==> src/design/frame_tx_consts.svh <==
`ifndef FRAME_TX_CONSTS_SVH
`define FRAME_TX_CONSTS_SVH

////////////////////////////////////////
// Widths
////////////////////////////////////////

`define TX_WORD_W      16      // Line word, two octets per clock
`define TX_K_W         2       // One K flag per octet
`define CRC_W          32      // Ethernet FCS
`define RST_EXT_CYCLES 4       // Clocks of reset stretch after arst drops

////////////////////////////////////////
// Octet codes
////////////////////////////////////////

// Idle word halves
`define K28_5     8'hBC        // Comma, low byte of idle
`define D16_2     8'h50        // High byte of idle

// Packet delimiters
`define K27_7     8'hFB        // /S/ start of packet
`define K29_7     8'hFD        // /T/ end of packet
`define K23_7     8'hF7        // /R/ carrier extend

// Frame preamble
`define OCT_PRMBL 8'h55        // Preamble octet
`define OCT_SOF   8'hD5        // Start of frame delimiter

`endif

==> src/design/frame_tx_pkg.sv <==
`include "frame_tx_consts.svh"

package frame_tx_pkg;

	// Sequencer states, one per step of the frame
	typedef enum logic [3:0]
	{
		ST_IDLE,   // Waiting for a request
		ST_SOP,
		ST_PRE1,
		ST_PRE2,
		ST_SOF,    // Acknowledge goes out here
		ST_DATA,   // Payload while valid stays high
		ST_CRC_LO,
		ST_CRC_HI,
		ST_EOP,
		ST_EXT
	} frame_state_e;

	// What the assembler loads into the line register next
	typedef enum logic [3:0]
	{
		WK_IDLE,
		WK_SOP,
		WK_PRE,
		WK_SOF,
		WK_DATA,   // Payload word from the source
		WK_CRC_LO, // FCS bits 15..0
		WK_CRC_HI, // FCS bits 31..16
		WK_EOP,
		WK_EXT
	} word_kind_e;

	// One line word, low byte goes out first
	typedef struct packed
	{
		logic [`TX_K_W-1:0]    charisk; // Bit n flags byte n as a K code
		logic [`TX_WORD_W-1:0] data;
	} tx_word_t;

endpackage

==> src/design/tx_reset_sync.sv <==
`timescale 1ns/100ps
`include "frame_tx_consts.svh"

module tx_reset_sync
(
	input  logic usr_clk_wordwise,
	input  logic arst,             // Async, active high
	output logic rst_o             // Asserts at once, releases on the clock
);

	logic [`RST_EXT_CYCLES-1:0] rst_chain; // Stretch chain

	// Set by arst, zeros walk in from the bottom
	always_ff @(posedge usr_clk_wordwise or posedge arst)
	begin
		if (arst)
			rst_chain <= '1;
		else
			rst_chain <= {rst_chain[`RST_EXT_CYCLES-2:0], 1'b0};
	end

	assign rst_o = rst_chain[`RST_EXT_CYCLES-1]; // Last stage drives the design

endmodule

==> src/design/frame_sequencer.sv <==
`timescale 1ns/100ps

module frame_sequencer import frame_tx_pkg::*;
(
	input  logic       usr_clk_wordwise,
	input  logic       rst_i,
	input  logic       txd_vld_i,     // Request, then payload valid
	output logic       tx_ack_o,      // One cycle, source starts data on the next edge
	output word_kind_e kind_o,        // Word to load into the line register
	output logic       data_en_o,     // Payload word on txd this cycle
	output logic       crc_clr_o,     // Preset the CRC
	output logic       crc_hi_sel_o   // Upper FCS half to the assembler
);

	frame_state_e state_q;
	frame_state_e state_d;
	word_kind_e   kind_q;
	word_kind_e   kind_d;
	logic         sof_q;       // High for the whole SOF state
	logic         crc_hi_q;

	////////////////////////////////////////
	// Next state and next word kind
	////////////////////////////////////////

	// Head of the frame issues each kind on leaving its state
	// Tail issues each kind on entering its state, so the data exit costs no cycle
	always_comb
	begin
		state_d = state_q;
		kind_d  = WK_IDLE;
		case (state_q)
			ST_IDLE:
			begin
				if (txd_vld_i)
					state_d = ST_SOP; // Request seen
			end
			ST_SOP:
			begin
				state_d = ST_PRE1;
				kind_d  = WK_SOP;
			end
			ST_PRE1:
			begin
				state_d = ST_PRE2;
				kind_d  = WK_PRE;
			end
			ST_PRE2:
			begin
				state_d = ST_SOF;
				kind_d  = WK_PRE;
			end
			ST_SOF:
			begin
				state_d = ST_DATA; // Source answers the ack on this edge
				kind_d  = WK_SOF;
			end
			ST_DATA:
			begin
				if (txd_vld_i)
					kind_d = WK_DATA; // Stay while the source keeps valid up
				else
				begin
					state_d = ST_CRC_LO; // Valid dropped, FCS follows right away
					kind_d  = WK_CRC_LO;
				end
			end
			ST_CRC_LO:
			begin
				state_d = ST_CRC_HI;
				kind_d  = WK_CRC_HI;
			end
			ST_CRC_HI:
			begin
				state_d = ST_EOP;
				kind_d  = WK_EOP;
			end
			ST_EOP:
			begin
				state_d = ST_EXT;
				kind_d  = WK_EXT;
			end
			ST_EXT:
				state_d = ST_IDLE; // At least one idle word before the next SOP
			default:
				state_d = ST_IDLE;
		endcase
	end

	////////////////////////////////////////
	// State, kind and strobe registers
	////////////////////////////////////////

	always_ff @(posedge usr_clk_wordwise or posedge rst_i)
	begin
		if (rst_i)
		begin
			state_q  <= ST_IDLE;
			kind_q   <= WK_IDLE;  // Line shows idle out of reset
			sof_q    <= 1'b0;
			crc_hi_q <= 1'b0;
		end
		else
		begin
			state_q  <= state_d;
			kind_q   <= kind_d;
			sof_q    <= (state_d == ST_SOF);
			crc_hi_q <= (state_d == ST_CRC_HI); // Lines up with kind WK_CRC_HI
		end
	end

	assign kind_o       = kind_q;
	assign tx_ack_o     = sof_q;
	assign crc_clr_o    = sof_q;   // CRC preset lands before the first payload edge
	assign crc_hi_sel_o = crc_hi_q;

	// Payload accepted on this edge
	assign data_en_o = (state_q == ST_DATA) && txd_vld_i;

endmodule

==> src/design/crc32_word.sv <==
`timescale 1ns/100ps
`include "frame_tx_consts.svh"

module crc32_word
(
	input  logic                  usr_clk_wordwise,
	input  logic                  rst_i,
	input  logic                  clr_i,     // Preset to all ones
	input  logic                  en_i,      // Advance over d_i
	input  logic [`TX_WORD_W-1:0] d_i,       // Two octets, low byte first
	input  logic                  hi_sel_i,  // 1 selects FCS bits 31..16
	output logic [`TX_WORD_W-1:0] crc_o
);

	// IEEE 802.3 polynomial, reflected form
	localparam logic [`CRC_W-1:0] CRC_POLY_REFL = 32'hEDB88320;

	logic [`CRC_W-1:0] crc_q;
	logic [`CRC_W-1:0] crc_d;
	logic [`CRC_W-1:0] fcs;

	// One octet, LSB first as it goes on the line
	function automatic logic [`CRC_W-1:0] crc_octet
	(
		input logic [`CRC_W-1:0] c,
		input logic [7:0]        b
	);
		logic [`CRC_W-1:0] r;
		r = c;
		for (int i = 0; i < 8; i++)
		begin
			if (r[0] ^ b[i])
				r = (r >> 1) ^ CRC_POLY_REFL;
			else
				r = r >> 1;
		end
		return r;
	endfunction

	// Low octet first, then the high octet
	assign crc_d = crc_octet(crc_octet(crc_q, d_i[7:0]), d_i[15:8]);

	always_ff @(posedge usr_clk_wordwise or posedge rst_i)
	begin
		if (rst_i)
			crc_q <= '1;
		else if (clr_i)
			crc_q <= '1;      // Preset for a new frame
		else if (en_i)
			crc_q <= crc_d;
	end

	// Register already holds the reflected remainder, only the complement is left
	assign fcs   = ~crc_q;
	assign crc_o = hi_sel_i ? fcs[31:16] : fcs[15:0];

endmodule

==> src/design/tx_word_assembler.sv <==
`timescale 1ns/100ps
`include "frame_tx_consts.svh"

module tx_word_assembler import frame_tx_pkg::*;
(
	input  logic                  usr_clk_wordwise,
	input  logic                  rst_i,
	input  word_kind_e            kind_i,    // From the sequencer
	input  logic [`TX_WORD_W-1:0] txd_i,     // Payload from the source
	input  logic [`TX_WORD_W-1:0] crc_i,     // Selected FCS half
	output tx_word_t              tx_word_o  // Line word, valid every cycle
);

	////////////////////////////////////////
	// Symbol table
	////////////////////////////////////////

	localparam tx_word_t IDLE_WORD = '{charisk: 2'b01, data: {`D16_2, `K28_5}};
	localparam tx_word_t SOP_WORD  = '{charisk: 2'b01, data: {`OCT_PRMBL, `K27_7}};
	localparam tx_word_t PRE_WORD  = '{charisk: 2'b00, data: {`OCT_PRMBL, `OCT_PRMBL}};
	localparam tx_word_t SOF_WORD  = '{charisk: 2'b00, data: {`OCT_SOF, `OCT_PRMBL}};
	localparam tx_word_t EOP_WORD  = '{charisk: 2'b11, data: {`K23_7, `K29_7}};
	localparam tx_word_t EXT_WORD  = '{charisk: 2'b11, data: {`K23_7, `K23_7}};

	logic [`TX_WORD_W-1:0] txd_q;    // Payload word accepted on the last edge
	tx_word_t              word_d;
	tx_word_t              word_q;

	// Payload is accepted one edge before its kind reaches us
	always_ff @(posedge usr_clk_wordwise)
	begin
		txd_q <= txd_i;
	end

	// Constant, payload or FCS
	always_comb
	begin
		case (kind_i)
			WK_IDLE:   word_d = IDLE_WORD;
			WK_SOP:    word_d = SOP_WORD;
			WK_PRE:    word_d = PRE_WORD;
			WK_SOF:    word_d = SOF_WORD;
			WK_DATA:   word_d = '{charisk: 2'b00, data: txd_q};
			WK_CRC_LO: word_d = '{charisk: 2'b00, data: crc_i}; // Sequencer picks the half
			WK_CRC_HI: word_d = '{charisk: 2'b00, data: crc_i};
			WK_EOP:    word_d = EOP_WORD;
			WK_EXT:    word_d = EXT_WORD;
			default:   word_d = IDLE_WORD;
		endcase
	end

	////////////////////////////////////////
	// Line output register
	////////////////////////////////////////

	always_ff @(posedge usr_clk_wordwise or posedge rst_i)
	begin
		if (rst_i)
			word_q <= IDLE_WORD;   // Idle on the line through reset
		else
			word_q <= word_d;
	end

	assign tx_word_o = word_q;

endmodule

==> src/design/frame_tx_top.sv <==
`timescale 1ns/100ps
`include "frame_tx_consts.svh"

module frame_tx_top import frame_tx_pkg::*;
(
	input  logic                  usr_clk_wordwise,
	input  logic                  arst,        // Async reset, active high
	input  logic [`TX_WORD_W-1:0] txd_i,       // Payload word
	input  logic                  txd_vld_i,   // Request and payload valid
	output logic                  tx_ack_o,    // Payload starts on the next edge
	output tx_word_t              tx_word_o    // To the serializer
);

	logic                  rst;         // Stretched internal reset
	word_kind_e            kind;
	logic                  data_en;
	logic                  crc_clr;
	logic                  crc_hi_sel;
	logic [`TX_WORD_W-1:0] crc_word;

	tx_reset_sync i_rst_sync
	(
		.usr_clk_wordwise (usr_clk_wordwise),
		.arst             (arst),
		.rst_o            (rst)
	);

	// Frame walk and handshake
	frame_sequencer i_seq
	(
		.usr_clk_wordwise (usr_clk_wordwise),
		.rst_i            (rst),
		.txd_vld_i        (txd_vld_i),
		.tx_ack_o         (tx_ack_o),
		.kind_o           (kind),
		.data_en_o        (data_en),
		.crc_clr_o        (crc_clr),
		.crc_hi_sel_o     (crc_hi_sel)
	);

	// FCS over the payload straight from the source
	crc32_word i_crc
	(
		.usr_clk_wordwise (usr_clk_wordwise),
		.rst_i            (rst),
		.clr_i            (crc_clr),
		.en_i             (data_en),
		.d_i              (txd_i),
		.hi_sel_i         (crc_hi_sel),
		.crc_o            (crc_word)
	);

	tx_word_assembler i_asm
	(
		.usr_clk_wordwise (usr_clk_wordwise),
		.rst_i            (rst),
		.kind_i           (kind),
		.txd_i            (txd_i),
		.crc_i            (crc_word),
		.tx_word_o        (tx_word_o)
	);

endmodule

==> config.mk <==
export PLATFORM = sky130hd
export DESIGN_NAME = frame_tx_top
export DESIGN_NICKNAME = d
export VERILOG_FILES = /design/src/design/frame_tx_pkg.sv /design/src/design/tx_reset_sync.sv /design/src/design/frame_sequencer.sv /design/src/design/crc32_word.sv /design/src/design/tx_word_assembler.sv /design/src/design/frame_tx_top.sv
export VERILOG_INCLUDE_DIRS = /design/src /design/src/design
export SDC_FILE = /design/constraint.sdc
export NUM_CORES = 1
export LEC_CHECK = 0
export ABC_CLOCK_PERIOD_IN_PS = 2860
export BUFFER_PORTS_ARGS = -buffer_cell sky130_fd_sc_hd__clkbuf_2
export CAP_MARGIN = 20
export CORE_MARGIN = 5
export CORE_UTILIZATION = 50
export DETAILED_ROUTE_END_ITERATION = 6
export PLACE_DENSITY = 0.71
export SETUP_SLACK_MARGIN = 0.15
export SLEW_MARGIN = 10
export SYNTH_ARGS = -nofsm -noshare
export SYNTH_HDL_FRONTEND = slang
export SYNTH_SLANG_ARGS = --single-unit
==> constraint.sdc <==
create_clock -name usr_clk_wordwise -period 2.86 [get_ports usr_clk_wordwise]
set_clock_uncertainty 0.15 [all_clocks]
set_input_delay 0.286 -clock usr_clk_wordwise [delete_from_list [all_inputs] [get_ports usr_clk_wordwise]]
set_output_delay 0.286 -clock usr_clk_wordwise [all_outputs]
set_load 0.02 [all_outputs]
# Word level (Yosys, flattened, before mapping)
# Cells that the tools add are included.
# totals
reg_bits,80
in_bits,19
output_inout_bits,19
wordCells,90
# classes
n_eq_ne,18
mux,25
n_bitwise,33
reduce_logical,5
# op_table
op,count
$mux 32,18
$not 13->14,16
$pmux 18 s7,1
$eq 4x3->1 const B,10
$pmux 4 s9,1
$not 32->32,1
$pmux 4 s7,1
$eq 4x2->1 const B,4
$mux 16,1
$xor 1x1->1,16
$eq 4x1->1 const B,2
$eq 4x4->1 const B,2
$mux 4,2
$logic_not 4->1,1
$reduce_or 2->1,2
$reduce_bool 2->1,1
$logic_and 1x1->1,1
$mux 1,1

# Logic depth before layout (Yosys ltp)
# Gate-level depths: netlist of the first run.
# logic_depth
ltp_word,34
ltp_mapped,7
mapped_depth_nobuf,6

# Hierarchy
# Synthesis of the first run repeated with hierarchy kept, for this count alone.
# hier_totals
hier_cells,452
area_unflattened_um2,5063.6
# modules_own_cells
module,n_inst,cells_per_inst,area_per_inst_um2,seq_area_each_um2
crc32_word,1,275,3115.5,840.8
tx_word_assembler,1,126,1375.1,780.7
frame_sequencer,1,45,460.4,250.2
tx_reset_sync,1,6,112.6,105.1

# Worst setup path after synthesis of the first run
# No wires, ideal clock.
# synth_path
path_kind,register to register
from,register i_crc.crc_q[4]
to,register i_crc.crc_q[19]
setup_ns,0.077
arrival_time_ns,2.612
required_ns,2.633
setup_slack_ns,0.021
stages_incl_launch_ff,7
n_path_buf,0
synth_period_minus_slack_ns,2.839
cell_sequence,dfstp_2 > xor2_4 > xnor3_2 > xnor3_2 > xnor3_1 > xnor3_1 > a31oi_1
# synth_via
elab_chain_cells,27
elab_cells_between_ends,30
cone_classes,mux (18); bitwise (12)
# synth_rtl
item,line_no,text
start: declaration,crc32_word.sv:18,logic [`CRC_W-1:0] crc_q;
start signal: assignment,crc32_word.sv:50,crc_q <= crc_d;
$mux 32 * (4 in series),crc32_word.sv:32,if (r[0] ^ b[i])
$xor 1x1->1 *,crc32_word.sv:32,
$mux 32 *,crc32_word.sv:32,
$not 13->14 (no line),-,
$mux 32 * (2 in series),crc32_word.sv:32,
$not 13->14 (no line),-,
$mux 32 *,crc32_word.sv:32,
$not 13->14 (no line),-,
(+7 left out),-,
$not 13->14 (no line),-,
$mux 32 *,crc32_word.sv:32,
$not 13->14 (no line),-,
$mux 32 *,crc32_word.sv:32,
$not 13->14 (no line),-,
$mux 32 *,crc32_word.sv:32,
$mux 32 *,crc32_word.sv:49,else if (en_i)
$mux 32 *,crc32_word.sv:47,else if (clr_i)
# Mark *: on every way between the ends. The rest lies on a longest branch, timed or not. The select of a mux whose other input is x is not followed.
# A chain may end at the register's enable or synchronous reset.

# Worst setup path in the final report of the first run
# layout_path
from,input txd_i[6]
to,register i_crc.crc_q[26]
# layout_via
elab_chain_cells,16
elab_cells_between_ends,18
cone_classes,mux (12); bitwise (6)
# layout_rtl
item,line_no,text
start: declaration,frame_tx_top.sv:8,"input logic [`TX_WORD_W-1:0] txd_i,"
$xor 1x1->1 *,crc32_word.sv:32,
$mux 32 * (6 in series),crc32_word.sv:32,
$xor 1x1->1,crc32_word.sv:32,
$mux 32 * (2 in series),crc32_word.sv:32,
$not 13->14 (no line),-,
$mux 32 *,crc32_word.sv:32,
$not 13->14 (no line),-,
$mux 32 *,crc32_word.sv:32,
$mux 32 *,crc32_word.sv:49,
$mux 32 *,crc32_word.sv:47,
# Marked as above.

==> run summary, run 1 <==
GRT Residual Overflow: 0
run status: finished clean
data arrival time of the worst path: 2.83 ns
Max FO, Critical Path: 3
register bit total from synthesis: 80
CTS sink count: 80
drt drc: 0
fin crit share: 94.3%
initial drt markers: 138
top cell type's share of synthesized area: 24.6%
CTS Root Cell: clkbuf_8
initial antenna violation count: 0
minimum clock period: 2.70 ns
IO buf count: 37
cell area after synthesis: 4690 sq um
global-route usage over all layers: 20.2%
MaxCap Viol Count: 0
Synth top cells by count: xnor2_1, dfstp_2, o22a_1, dfrtp_1, xor2_1
Setup crit end kind: register
Routability Congestion: 0.925
crit start category: input pin
most frequent cell after synthesis: xnor2_1
die extent in x: 107 um
die height: 107 um
kind of critical path: input pin to register
Hold Vio Cnt, Final: 0
nets@finish: 506
CP Data Required Time: 2.99 ns
Synth Net Count: 411
CTS Buf Count: 9
largest net degree at the start of global routing: 35
warnings from Yosys: 0
final WL: 11200 um
top post-synthesis cells by area: dfstp_2, xnor2_1, dfrtp_1
Fmax: 371 MHz
number of global-route vias before repair: 3221
Post-Synthesis Cells: 392
routed vias: 3261
post-DP HPWL: 8220 um
Vias/cell: 5.41
Synth area leader: dfstp_2
slew margin rel.: 45.7%
wire per inst: 18.5 um
sequential area share after synthesis: 42.1%
Mean Syn Cell Area: 12.0 sq um
Die ar.: 11400 sq um
num ports: 38
global-route wire length before repair: 17700 um
area delta synth->final: 24.2%
Worst Hold Class: input pin to register
CTS tree: built
core area: 9200 sq um
post-synthesis cell type count: 47
deepest clock path buffer count: 2
unrepaired setup endpoints after global routing: yes
ANT nets after route: 0
final setup vio count: 0
ANT cells: 0
Site Rows: 35
Post-synth EDFFs: 0
Initial Util: 51.0%
final slew viol count: 0
TNS Setup: 0 ns
worst-margin pin slew: 0.809 ns
proportion of layout cells with a drive suffix above 1: 37.0%
top_reg_cell synth: dfstp_2
Clock transition at path regs: 0.09 ns
worst-skew pair later-pin latency: 0.36 ns
H-tree depth: 3
async set-reset flop share out of synthesis: 80.0%
Detailed Routing Iterations Pass 1: 4
-- flip-flops by register name (all words and copies together), names as in the netlist --
| name | cells |
|---|---|
| i_seq.kind_o | 4 |
| i_seq.crc_clr_o | 1 |
| i_seq.crc_hi_sel_o | 1 |
| i_asm.tx_word_o | 18 |
| i_rst_sync.rst_chain | 4 |
| i_crc.crc_q | 32 |
| i_asm.txd_q | 16 |
| i_seq.state_q | 4 |
-- worst max-delay path, stage by stage --
cell and delay (ns):
dlygate4sd3_1 0.53, clkbuf_2 0.13, xnor2_1 0.14, buf_4 0.15, xnor3_2 0.45, xor3_2 0.47, xnor2_4 0.20, xnor3_1 0.31
o22a_1 0.16
-- cell usage in the layout (no fill, tap or decap), drive strengths merged, types with 13 or more instances in the layout --
cell and n:
xnor3 13, dlygate4sd3 17, dfrtp 20, xor2 24, dfxtp 16, buf 46, dfstp 44, nor2 19
clkbuf 48, xnor2 97, mux2i 17, nand2 19, o22a 32
-- stage by stage --
step | utilization [%] | instance area [sq um] | std cells | hold slack [ns] | setup slack [ns]
after floorplan | - | 4700 | 392 | 0.0912 | 0.120
after global placement | 56.3 | 5180 | 552 | 0.193 | 0.0265
after detailed placement | 56.3 | 5180 | 552 | 0.199 | -0.00685
after CTS | 61.3 | 5640 | 589 | 0.0616 | 0.129
after global routing | 63.3 | 5820 | 603 | 0.0890 | 0.0727
final | 63.3 | 5820 | 603 | 0.0715 | 0.162
-- timing repair --
action | 4_1_cts | 5_1_grt
hold buffers | 17 | 0
setup buffers | 4 | 14
hold endpoints to repair | 20 | 0
gates resized for setup | 7 | 11
pin swaps | 8 | 11
setup endpoints to repair | 3 | 9
-- per-layer routing --
metal	global-route usage, %	routed length (um)	vias to the layer above
li1	-	-	1545
met1	27.1	4900	1603
met2	33.5	5450	90
met3	3.61	515	23
met4	6.12	289	0
met5	0	0	-
-- area by class of cell --
cell class,instances,area (sq um)
Inverter,7,26.3
Clock buffer,11,141
Sequential cell,80,1980
Multi-Input combinational cell,289,2770
Clock inverter,5,63.8
Tap cell,111,139
Timing Repair Buffer,100,712
Fill cell,719,3370
-- path summary, 6_finish.rpt --
path	startpoint	to	slack, ns	cells past startpoint
max in group asynchronous	i_rst_sync.rst_chain[3]$_DFF_PP1_	i_crc.crc_q[4]$_DFFE_PP1P_	1.55	2
min reg2reg	i_rst_sync.rst_chain[3]$_DFF_PP1_	i_seq.kind_o[1]$_DFF_PP0_	0.20	1
min	txd_vld_i	i_seq.state_q[0]$_DFF_PP0_	0.07	3
min in group asynchronous	i_rst_sync.rst_chain[3]$_DFF_PP1_	i_seq.kind_o[1]$_DFF_PP0_	0.20	1
max	txd_i[6]	i_crc.crc_q[26]$_DFFE_PP1P_	0.16	9
max reg2reg	i_crc.crc_q[4]$_DFFE_PP1P_	i_crc.crc_q[24]$_DFFE_PP1P_	0.16	7
-- logic make-up after synthesis --
| group | after synthesis | synth area share (%) |
|---|---|---|
| AOI/OAI and AO/OA | 74 | 11.9 |
| xor gates and xnor gates | 138 | 34.4 |
| muxes | 21 | 4.59 |
| other | 1 | 0.0799 |
| DFF | 80 | 42.1 |
| and+or+nand+nor | 55 | 5.09 |
| buffers and inverters | 23 | 1.84 |
Power of run 1 is not shown: default switching activity piles up to over one toggle a cycle in this logic, so the estimate is an artifact.
==> run 2, diff against run 1 <==
Settings changed: BUFFER_PORTS_ARGS -buffer_cell sky130_fd_sc_hd__clkbuf_2 to not set, DONT_BUFFER_PORTS set to 1, PLACE_DENSITY 0.71 to 0.68.
==> run summary, run 2 (synthesis results as in run 1) <==
CP Data Required Time: 2.97 ns
Largest register FFs: 32
H-tree depth: 3
worst-margin pin slew: 0.790 ns
slew margin rel.: 46.9%
crit start category: register
Max FO, Critical Path: 4
routed vias: 3050
Detailed Routing Iterations Pass 1: 5
IO buf count: 0
die extent in x: 107 um
Reg area: 1980 sq um
kind of critical path: register to register
deepest clock path buffer count: 2
commonest cells after routing, fill and taps aside: xnor2_1, dfstp_2, buf_4
worst slack, placed: -0.0585 ns
proportion of layout cells with a drive suffix above 1: 30.7%
initial antenna violation count: 0
number of global-route vias before repair: 3137
CTS sink count: 80
core area: 9200 sq um
largest net degree at the start of global routing: 37
Reg with most FFs: i_crc.crc_q
area delta synth->final: 18.5%
Final WS setup: 0.182 ns
Hold Vio Cnt, Final: 0
CTS Buf Count: 9
minimum clock period: 2.68 ns
num ports: 38
final WL: 10800 um
data arrival time of the worst path: 2.79 ns
ANT nets after route: 0
area of the multi-input gates: 2740 sq um
Clock transition at path regs: 0.09 ns
global-route wire length before repair: 17700 um
final slew viol count: 0
run status: finished clean
fin crit share: 93.6%
final instance area: 5560 sq um
post-DP HPWL: 8000 um
Setup crit end kind: register
die height: 107 um
nets@finish: 463
unrepaired setup endpoints after global routing: yes
global-route usage over all layers: 20.2%
Initial Util: 51.0%
wire per inst: 19.3 um
GRT Residual Overflow: 0
CTS Root Cell: clkbuf_8
ANT cells: 0
Worst Hold Class: input pin to register
most common cell after layout, fill and taps aside: xnor2_1
post-placement cell area: 4990 sq um
final setup vio count: 0
Site Rows: 35
Vias/cell: 5.45
drt drc: 0
Routability Congestion: 0.886
initial drt markers: 190
# fillers: 711
Fmax: 373 MHz
CTS tree: built
MaxCap Viol Count: 0
Die ar.: 11400 sq um
worst-skew pair later-pin latency: 0.35 ns
run 2: cell count changes in the layout (fill, tap and decap cells not counted), sizes merged:
cell	before	now
clkinvlp	1	3
dlygate4sd3	17	18
clkinv	2	1
clkbuf	48	10
buf	46	39
inv	8	9
bufinv	1	0
run 2: stage by stage:
step                      util (%)  hold WS (ns)  setup TNS [ns]  std cells
after floorplan                  -        0.0912               0        392
after global placement        54.2         0.121          -0.100        514
after detailed placement      54.2         0.126         -0.0585        514
after CTS                     59.4        0.0145               0        554
after global routing          60.4        0.0305               0        560
final                         60.4        0.0343               0        560
run 2: critical path: stages (launching register included):
cell and delay (ns):
dfstp_2 0.63, xor2_2 0.17, buf_4 0.18, xnor2_4 0.15, xnor3_2 0.42, xnor3_1 0.26
xnor3_1 0.40, a31oi_1 0.22
run 2: per-layer routing:
metal	up-vias	track usage, %	part of all wire [%]
met5	-	0	0
met4	0	5.02	0.98
met3	10	3.67	4.1
met2	61	33.0	49
met1	1520	27.9	46
li1	1459	-	-
run 2: timing repair:
action,CTS,global route
resized for setup,6,7
buffers inserted,6,6
pin swaps,4,8
setup endpoints to repair,7,6
hold buffers,18,0
cloned,0,0
hold endpoints to repair,21,0
run 2: worst paths after layout:
path / startpoint / to / slack, ns / cells past startpoint
worst max-delay path: i_crc.crc_q[3]$_DFFE_PP1P_ / i_crc.crc_q[19]$_DFFE_PP1P_ / 0.18 / 7
worst min-delay path: txd_vld_i / i_seq.state_q[1]$_DFF_PP0_ / 0.03 / 3
worst max register to register: i_crc.crc_q[3]$_DFFE_PP1P_ / i_crc.crc_q[19]$_DFFE_PP1P_ / 0.18 / 7
worst min register to register: i_rst_sync.rst_chain[3]$_DFF_PP1_ / i_asm.tx_word_o[8]$_DFF_PP0_ / 0.16 / 2
max in group asynchronous: i_rst_sync.rst_chain[3]$_DFF_PP1_ / i_crc.crc_q[28]$_DFFE_PP1P_ / 1.99 / 2
min in group asynchronous: i_rst_sync.rst_chain[3]$_DFF_PP1_ / i_asm.tx_word_o[8]$_DFF_PP0_ / 0.16 / 2
run 2: cell type report:
class,instances,share of cell area (%)
Sequential cell,80,35.6
Tap cell,111,2.50
Timing Repair Buffer,57,8.74
Inverter,7,0.473
Clock buffer,10,2.48
Multi-Input combinational cell,289,49.3
Clock inverter,6,0.923
Power of run 2 is left out for the same reason.
